[src/hw/exe_pkg.sv]
package exe_pkg;

    localparam int XLEN = 64;
    localparam int NUM_REGS = 32;
    localparam int DIV_STEPS = 64;
    localparam int DIV_CNT_W = $clog2(DIV_STEPS + 1);

    typedef logic [XLEN-1:0] xlen_t;
    typedef logic [31:0] word_t;
    typedef logic [4:0] reg_idx_t;

    // codes above REMUW are illegal
    typedef enum logic [4:0] {
        OP_NOP,
        SLL, SRL, SRA,
        ADD, SUB,
        XOR, OR, AND,
        SLT, SLTU,
        SLLW, SRLW, SRAW, ADDW, SUBW,
        MUL, MULH, MULHSU, MULW,
        DIV, DIVU, REM, REMU,
        DIVW, DIVUW, REMW, REMUW
    } exe_op_e;

    typedef enum logic [1:0] {
        SRC_R_R,
        SRC_R_I,
        SRC_PC_I
    } src_sel_e;

    typedef enum logic [1:0] {
        MD_IDLE,
        MD_MUL,
        MD_DIV,
        MD_DONE
    } muldiv_state_e;

    typedef struct packed {
        exe_op_e  op;
        src_sel_e src_sel;
        reg_idx_t rd;
        reg_idx_t rs1;
        reg_idx_t rs2;
        xlen_t    imm;
        xlen_t    pc;
    } issue_t;

    typedef struct packed {
        exe_op_e  op;
        reg_idx_t rd;
        xlen_t    src1;
        xlen_t    src2;
    } exec_req_t;

    typedef struct packed {
        reg_idx_t rd;
        xlen_t    data;
    } wb_t;

    // W-form results widen from bit 31
    function automatic xlen_t sext_word(word_t w);
        return {{(XLEN - 32){w[31]}}, w};
    endfunction

endpackage

[src/hw/exe_wb_arbiter.sv]
module exe_wb_arbiter (
    input  logic         md_valid,
    output logic         md_ready,
    input  exe_pkg::wb_t md_wb,
    input  logic         alu_valid,
    output logic         alu_ready,
    input  exe_pkg::wb_t alu_wb,
    output logic         we,
    output exe_pkg::wb_t wdata
);

    // write port never stalls, so the divider always gets through
    assign md_ready = 1'b1;

    // ALU waits whenever the multiply/divide unit writes
    assign alu_ready = !md_valid;

    assign we = md_valid || alu_valid;
    assign wdata = md_valid ? md_wb : alu_wb;

endmodule

[config.mk]
export PLATFORM = sky130hd
export DESIGN_NAME = exe_wb_arbiter
export DESIGN_NICKNAME = d
export VERILOG_FILES = /design/src/hw/exe_pkg.sv /design/src/hw/exe_wb_arbiter.sv
export SDC_FILE = /design/constraint.sdc
export NUM_CORES = 1
export LEC_CHECK = 0
export CAP_MARGIN = 40
export CORE_AREA = 10 10 75 77
export DETAILED_ROUTE_END_ITERATION = 12
export DIE_AREA = 0 0 85 87
export DONT_BUFFER_PORTS = 1
export PLACE_DENSITY = 0.52
export SLEW_MARGIN = 20
export SYNTH_ARGS = -nofsm -noshare
export SYNTH_HDL_FRONTEND = slang
export SYNTH_SLANG_ARGS = --single-unit
[constraint.sdc]
create_clock -name vclk -period 1.85
set_input_delay 0 -clock vclk [all_inputs]
set_output_delay 0 -clock vclk [all_outputs]
set_load 0.01 [all_outputs]
==> impl_metrics.yaml <==
yosys:
  synth_area_leaders: "mux2_4 (85%), buf_12 (12%), buf_6 (0.93%)"
  synth_top_area_share_pct: 84.7
  syn_inst: 81
  ys_seq_area_share_pct: 0
  synthesis.area_sq_um: 1200
  synth.distinct_cells: 8
  yosysTopAreaCell: "mux2_4"
  syn_area_per_cell_sq_um: 14.9
  synth_warnings: 0
  synthesis.nets: 221
worst_setup_path:
  crit_buf_inv: 0
  critical_path_class: "input pin to output pin"
  crit_slowest_cell: "or2_2"
  crit_arrival_ns: 0.37
  slowest_delay_ns: 0.34
  path_cells: "or2_2"
  required_ns: 1.85
  cp-start-kind: "input pin"
  cp-end-kind: "output pin"
  crit_fanout: 71
  crit_family: "simple AND/OR/NAND/NOR gates"
power_and_ir_drop:
  swShare_pct: 40.0
  p_leak_nw: 0.573
  power.net_switching_mw: 0.122
  clkPwrFrac_pct: 0
  comb_power_share_pct: 100.0
  power_mw: 0.305
  power_density_nw_per_um2: 275
  p_int_mw: 0.183
  vdd.ir_drop.worst_uv: 98.1
  p_seq_share_pct: 0
sta:
  fin_crit_sh_pct: 20.0
  rsz0062_at_grt: "no"
  slew_violations: 0
  finalCriticalPeriod_ns: 0.370
  hold_viol: 0
  fmax_ghz: 2.71
  setup_violations: 0
  tns_ns: 0
layout:
  syn_to_final_growth_pct: -7.79
  layout-drive-gt1-share_pct: 97.2
  antenna_cells: 0
  fin_nets: 214
  nClkBuffers: 0
  seq_cells: 0
  seqCellArea_sq_um: 0
placement:
  gp_congestion: 0.655
  place.port_buffers: 0
detailed_routing:
  route.detailed.drc: 0
  vias: 708
  ant_nets: 0
  post_drt_wl_per_cell_um: 39.3
  via_per_inst: 5.71
  drt_iter0_drc: 18
  drt-total-wl_mm: 4.87
  dr.pass1.iters: 3
worst_hold_path:
  hp-class: "input pin to output pin"
grt:
  antenna_found_initial: 0
  grt_pass1_vias: 870
  grt_pass1_wl_mm: 6.34
  grt.overflow.total: 0
  grt_max_degree: 72
  grt_usage_pct: 10.4
floorplan:
  initial_core_util_pct: 28.5
  core_sq_um: 4230
  core.rowCount: 24
  die_h_um: 87
  die_x_um: 85
  io_pins: 212
  die-area_sq_um: 7400
cts:
  cts_hold_buf: 0
  ctsResizeCount: 0
  post_cts_buffers: 0
run_status:
  run_status: "complete, no violations"
flow_run:
  drv_cap: 0
[power by group through the flow]
stage	Clock, mW	Sequential, mW	Combinational [mW]
floorplan	0	0	0.345
global placement	0	0	0.315
detailed placement	0	0	0.313
CTS	0	0	0.315
global route	0	0	0.320
finish	0	0	0.305
[area by class of cell]
| cell class | count | area, sq um |
|---|---|---|
| inverters | 1 | 3.75 |
| multi-input cells | 71 | 1040 |
| fillers | 430 | 3120 |
| well taps | 52 | 65.1 |
[metal layers]
metal  global-route usage, %  share of wire [%]  up-vias
met5                       0                  0        -
met4                   0.449               0.39        0
met3                    9.27                 20        2
met2                    19.3                 52      116
met1                    8.44                 27      308
li1                        -                  -      282
[worst paths after layout]
check,endpoint,start,slack (ns),depth (start not counted)
min,we,alu_valid,0.11,1
max,we,md_valid,1.48,1
[cell usage in the layout (no fill, tap or decap)]
cell type and instances:
mux2_4 68, or2_2 1, mux2_2 1, conb_1 1
inv_1 1
[synth_stat cells, drive strengths merged]
master and n:
conb 1, mux2 69, inv 1, or2 1
buf 9
[stage by stage]
stage               cells  hold slack (ns)  setup slack [ns]  area [sq um]  util, %
global route          124           0.0695              1.49          1110     26.2
CTS                   124           0.0727              1.49          1110     26.2
finish                124            0.111              1.48          1110     26.2
global placement      124           0.0735              1.49          1110     26.2
detailed placement    124           0.0734              1.49          1110     26.2
floorplan              81            0.104              1.22          1200        -
[cell families (layout without fill, tap and decap cells)]
logic type             Yosys count  after routing  share of synthesized area [%]
muxes                           69             69                           85.7
buffers and inverters           10              1                           13.5
other                            1              1                          0.311
and+or+nand+nor                  1              1                          0.520
Note: power is estimated with default switching activity, not from simulation.
