--- config.mk ---
export PLATFORM = sky130hd
export DESIGN_NAME = exe_issue
export DESIGN_NICKNAME = d
export VERILOG_FILES = /design/src/hw/exe_pkg.sv /design/src/hw/exe_issue.sv
export SDC_FILE = /design/constraint.sdc
export NUM_CORES = 1
export LEC_CHECK = 0
export ABC_AREA = 1
export ABC_CLOCK_PERIOD_IN_PS = 4700
export BUFFER_PORTS_ARGS = -buffer_cell sky130_fd_sc_hd__buf_2
export CAP_MARGIN = 20
export CORE_AREA = 2 2 224 226
export CTS_CLUSTER_DIAMETER = 150
export DETAILED_ROUTE_END_ITERATION = 8
export DIE_AREA = 0 0 226 228
export PLACE_DENSITY_LB_ADDON = 0.05
export SLEW_MARGIN = 20
export SYNTH_ARGS = -nofsm -noshare
export SYNTH_HDL_FRONTEND = slang
export SYNTH_SLANG_ARGS = --single-unit
--- constraint.sdc ---
create_clock -name clk -period 4.7 [get_ports clk]
set_clock_uncertainty 0.2 [all_clocks]
set_input_delay 1.41 -clock clk [delete_from_list [all_inputs] [get_ports clk]]
set_output_delay 1.41 -clock clk [all_outputs]
set_load 0.02 [all_outputs]
--- src/hw/exe_pkg.sv ---
package exe_pkg;

    localparam int XLEN = 64;
    localparam int NUM_REGS = 32;
    localparam int DIV_STEPS = 64;
    localparam int DIV_CNT_W = $clog2(DIV_STEPS + 1);

    typedef logic [XLEN-1:0] xlen_t;
    typedef logic [31:0] word_t;
    typedef logic [4:0] reg_idx_t;

    // codes above REMUW are illegal
    typedef enum logic [4:0] {
        OP_NOP,
        SLL, SRL, SRA,
        ADD, SUB,
        XOR, OR, AND,
        SLT, SLTU,
        SLLW, SRLW, SRAW, ADDW, SUBW,
        MUL, MULH, MULHSU, MULW,
        DIV, DIVU, REM, REMU,
        DIVW, DIVUW, REMW, REMUW
    } exe_op_e;

    typedef enum logic [1:0] {
        SRC_R_R,
        SRC_R_I,
        SRC_PC_I
    } src_sel_e;

    typedef enum logic [1:0] {
        MD_IDLE,
        MD_MUL,
        MD_DIV,
        MD_DONE
    } muldiv_state_e;

    typedef struct packed {
        exe_op_e  op;
        src_sel_e src_sel;
        reg_idx_t rd;
        reg_idx_t rs1;
        reg_idx_t rs2;
        xlen_t    imm;
        xlen_t    pc;
    } issue_t;

    typedef struct packed {
        exe_op_e  op;
        reg_idx_t rd;
        xlen_t    src1;
        xlen_t    src2;
    } exec_req_t;

    typedef struct packed {
        reg_idx_t rd;
        xlen_t    data;
    } wb_t;

    // W-form results widen from bit 31
    function automatic xlen_t sext_word(word_t w);
        return {{(XLEN - 32){w[31]}}, w};
    endfunction

endpackage

--- src/hw/exe_issue.sv ---
module exe_issue (
    input  logic              clk,
    input  logic              rst,
    input  logic              in_valid,
    output logic              in_ready,
    input  exe_pkg::issue_t   in,
    output exe_pkg::reg_idx_t rs1,
    output exe_pkg::reg_idx_t rs2,
    input  exe_pkg::xlen_t    rdata1,
    input  exe_pkg::xlen_t    rdata2,
    output logic              alu_valid,
    input  logic              alu_ready,
    output exe_pkg::exec_req_t alu_req,
    output logic              md_valid,
    input  logic              md_ready,
    output exe_pkg::exec_req_t md_req,
    input  exe_pkg::reg_idx_t md_busy_rd,
    input  logic              md_busy,
    output logic              illegal
);
    import exe_pkg::*;

    logic      is_alu;
    logic      is_md;
    logic      is_bad;
    logic      reads_rs1;
    logic      reads_rs2;
    logic      rd_hazard;
    logic      alu_go;
    logic      md_go;
    exec_req_t req;

    assign rs1 = in.rs1;
    assign rs2 = in.rs2;

    always_comb begin
        is_alu = in.op inside {SLL, SRL, SRA, ADD, SUB, XOR, OR, AND, SLT, SLTU,
                               SLLW, SRLW, SRAW, ADDW, SUBW};
        is_md = in.op inside {MUL, MULH, MULHSU, MULW, DIV, DIVU, REM, REMU,
                              DIVW, DIVUW, REMW, REMUW};
        is_bad = !is_alu && !is_md && (in.op != OP_NOP);
    end

    // operand select
    always_comb begin
        req.op = in.op;
        req.rd = in.rd;
        case (in.src_sel)
            SRC_R_R: begin
                req.src1 = rdata1;
                req.src2 = rdata2;
            end
            SRC_R_I: begin
                req.src1 = rdata1;
                req.src2 = in.imm;
            end
            SRC_PC_I: begin
                req.src1 = in.pc;
                req.src2 = in.imm;
            end
            default: begin
                req.src1 = '0;
                req.src2 = '0;
            end
        endcase
    end

    assign reads_rs1 = (in.src_sel == SRC_R_R) || (in.src_sel == SRC_R_I);
    assign reads_rs2 = (in.src_sel == SRC_R_R);

    // RAW or WAW against the rd still owned by the divider
    assign rd_hazard = md_busy && ((reads_rs1 && in.rs1 == md_busy_rd) ||
                                   (reads_rs2 && in.rs2 == md_busy_rd) ||
                                   (in.rd == md_busy_rd));

    assign alu_go = is_alu && !rd_hazard;
    // a result parked in the ALU is not in the register file yet
    assign md_go = is_md && !md_busy && alu_ready;

    assign alu_valid = in_valid && alu_go;
    assign md_valid = in_valid && md_go;
    assign alu_req = req;
    assign md_req = req;

    // nop and illegal codes are swallowed at once
    assign in_ready = is_alu ? (alu_go && alu_ready) :
                      is_md  ? (md_go && md_ready) : 1'b1;

    always_ff @(posedge clk) begin
        if (rst) begin
            illegal <= 1'b0;
        end else begin
            illegal <= in_valid && in_ready && is_bad;
        end
    end

endmodule

==> results by group <==
Status
  • Status: finished clean

Clocking
  • Post-CTS setup repair buffer count: 0
  • CTS clk-pin slew, worst paths: 0 ps
  • Post-cts gate resize count: 0
  • Hold-fix buffers at CTS: 0

Final layout
  • Most frequent standard cell in the layout excluding fill and tap cells: sky130_fd_sc_hd__buf_2
  • Net total in the final layout: 1369
  • Largest registers: illegal: 1 flops
  • Number of inserted filler cells in the final layout: 5939
  • Synth-to-layout area growth: 73.8%
  • Highest-count cells in the layout ignoring fill and taps: sky130_fd_sc_hd__buf_2 (578), sky130_fd_sc_hd__nand2_1 (302), sky130_fd_sc_hd__nand3_1 (133)
  • Register bank with the most flops: illegal
  • Layout cell share with drive strength beyond 1: 55.7%
  • Max FFs per register: 1

Drt
  • Mean number of vias per cell: 3.12
  • Antenna-violating nets left: 0
  • Detailed-route wire length: 27100 µm
  • Iteration-0 DRC count of the detailed router: 189
  • Total number of vias: 5487
  • First-pass iteration count of the detailed router: 4
  • WL per Instance: 15.5 µm
  • DRC Markers: 0

Job
  • Max-capacitance violation count: 0

Global route
  • Pin count of the biggest net entering global routing: 65
  • Congestion Overflow GR: 0
  • All-Layer GR Usage: 9.50%
  • Via count of the first global-routing pass: 5307
  • Antenna violations before repair: 14
  • Global-route wire length before repair: 36300 µm

Timing
  • RSZ-0062 raised after global routing: false
  • Final period util: 90.3%
  • Worst slew margin: 70.0%
  • Achievable frequency: 236 MHz
  • Number of failing setup endpoints in the final timing report: 0
  • Transition time at the pin with the least slew margin: 449 ps
  • Final Max Tran Viols: 0
  • Setup Total Neg Slack: 0 ps
  • Worst hold slack: 1380 ps
  • Post-layout minimum cycle time: 4240 ps
  • Worst Slack Setup Final: 456 ps
  • Hold violation total from the final report: 0

Pwr
  • Fraction of power spent switching nets: 64.7%
  • Switching power: 535 µW
  • Leak: 3.91 nW
  • Internal power consumption: 292 µW
  • VDD IR-drop max: 0.0667 mV
  • Fraction of power consumed by the clock network: 0%
  • Portion of total power attributed to combinational logic: 98.9%
  • Areal power density over the cells: 138 nW/µm²
  • Part of the power in registers: 1.1%

Synth
  • Cells taking the most area after synthesis: sky130_fd_sc_hd__buf_4 (36%), sky130_fd_sc_hd__nand2_1 (33%), sky130_fd_sc_hd__nand3_1 (19%), sky130_fd_sc_hd__buf_2 (2.8%), sky130_fd_sc_hd__inv_1 (2.4%)
  • Number of nets in the synthesized netlist: 969
  • Unique cell type count in the Yosys netlist: 16
  • Leading area contributor after synthesis: sky130_fd_sc_hd__buf_4
  • Synth warn: 0
  • Total of flip-flops plus latches after synthesis: 1
  • Area of the mapped netlist: 3450 µm²
  • Number of instances in the synthesized netlist: 680
  • Share of Yosys cell area claimed by the top area cell type: 36.2%
  • Part of the Yosys area used for sequential elements: 0.581%
  • Syn avg cell area: 5.07 µm²

Worst setup path
  • Required time of the critical path: 3090 ps
  • Launch point of the critical path: in[144]
  • Worst setup EP type: primary output
  • Setup CP Type: in2out
  • CP Data Arrival Time: 2630 ps
  • Kind of launch point of the worst setup path: input port
  • Crit path max fanout: 11
  • Worst setup path end: md_req[20]

Floorplanning
  • Floorplan die area: 51500 µm²
  • Overall die height: 228 µm
  • Number of placement rows: 82
  • Chip width: 226 µm
  • Top Ports: 579
  • Core box area: 49300 µm²
  • Effective utilization at floorplan: 6.98%

Placed design
  • PortBufs: 578
  • Pre-CTS setup slack: 396 ps
  • Weighted congestion at the end of routability-driven global placement: 0.761
  • Post-detail-place hpwl: 23800 µm

Min path
  • Worst hold stages: 2
  • Min-Delay Path Class: in2reg
worst min path at each step:
stage               from       to
floorplan            rst  illegal
global placement     rst  illegal
detailed placement   rst  illegal
CTS                  rst  illegal
global route         rst  illegal
finish               rst  illegal
synth_stat cells:
| master | n |
|---|---|
| sky130_fd_sc_hd__nand3_1 | 133 |
| sky130_fd_sc_hd__buf_4 | 166 |
| sky130_fd_sc_hd__o21ai_0 | 1 |
| sky130_fd_sc_hd__inv_2 | 3 |
| sky130_fd_sc_hd__clkbuf_1 | 6 |
| sky130_fd_sc_hd__nor2_1 | 16 |
| sky130_fd_sc_hd__nor4_1 | 1 |
| sky130_fd_sc_hd__xnor2_1 | 1 |
| sky130_fd_sc_hd__nor2_4 | 1 |
| sky130_fd_sc_hd__nand2_2 | 1 |
| sky130_fd_sc_hd__nand2_1 | 302 |
| sky130_fd_sc_hd__dfxtp_1 | 1 |
| sky130_fd_sc_hd__nor3_1 | 1 |
| sky130_fd_sc_hd__inv_1 | 22 |
| sky130_fd_sc_hd__buf_2 | 19 |
| sky130_fd_sc_hd__buf_6 | 6 |
final cells by class:
cell class / instances / area, µm² / share of cell area (%)
flip-flops and latches: 1 / 20.0 / 0.334
diodes: 6 / 15.0 / 0.251
inverters: 25 / 93.8 / 1.57
well taps: 672 / 841 / 14.0
multi-input cells: 457 / 1900 / 31.7
repair buffers: 595 / 3120 / 52.1
kinds of logic (layout without fill, tap and decap cells):
kind of cell	Yosys count	count (layout)	share of synthesized area, %
and+or+nand+nor	455	455	54.8
buffers and inverters	222	620	44.2
AOI/OAI and AO/OA	1	1	0.145
xor gates and xnor gates	1	1	0.254
DFF	1	1	0.581
other	0	6	0
power groups by stage:
| stage | registers (mW) | clock network (mW) | logic [mW] |
|---|---|---|---|
| final | 0.00883 | 0.000000171 | 0.818 |
| after global routing | 0.00883 | 0.0000000570 | 0.889 |
| after CTS | 0.00883 | 0 | 0.836 |
| after detailed placement | 0.00883 | 0 | 0.834 |
| after global placement | 0.00883 | 0 | 0.849 |
| after floorplan | 0.00903 | 0 | 0.576 |
critical path, cell delays in order:
cell and delay, ps:
sky130_fd_sc_hd__buf_2 170, sky130_fd_sc_hd__nand2_2 370, sky130_fd_sc_hd__buf_4 250, sky130_fd_sc_hd__nand3_1 80, sky130_fd_sc_hd__nand2_1 140, sky130_fd_sc_hd__buf_2 190
metal layers:
metal,part of all wire [%],track usage [%],wire length (µm)
met1,37,10.3,10100
met2,53,19.1,14400
met3,8.7,2.33,2350
met4,0.51,0.207,138
met5,0.31,0,84
metrics by stage:
| stage | cells | total power, mW | area (µm²) | utilization [%] |
|---|---|---|---|---|
| global placement | 1750 | 0.858 | 5980 | 12.1 |
| finish | 1756 | 0.827 | 5990 | 12.1 |
| floorplan | 680 | 0.585 | 3450 | - |
| detailed placement | 1750 | 0.843 | 5980 | 12.1 |
| CTS | 1750 | 0.845 | 5980 | 12.1 |
| global route | 1752 | 0.898 | 5980 | 12.1 |
Note: power is estimated with default switching activity, not from simulation.
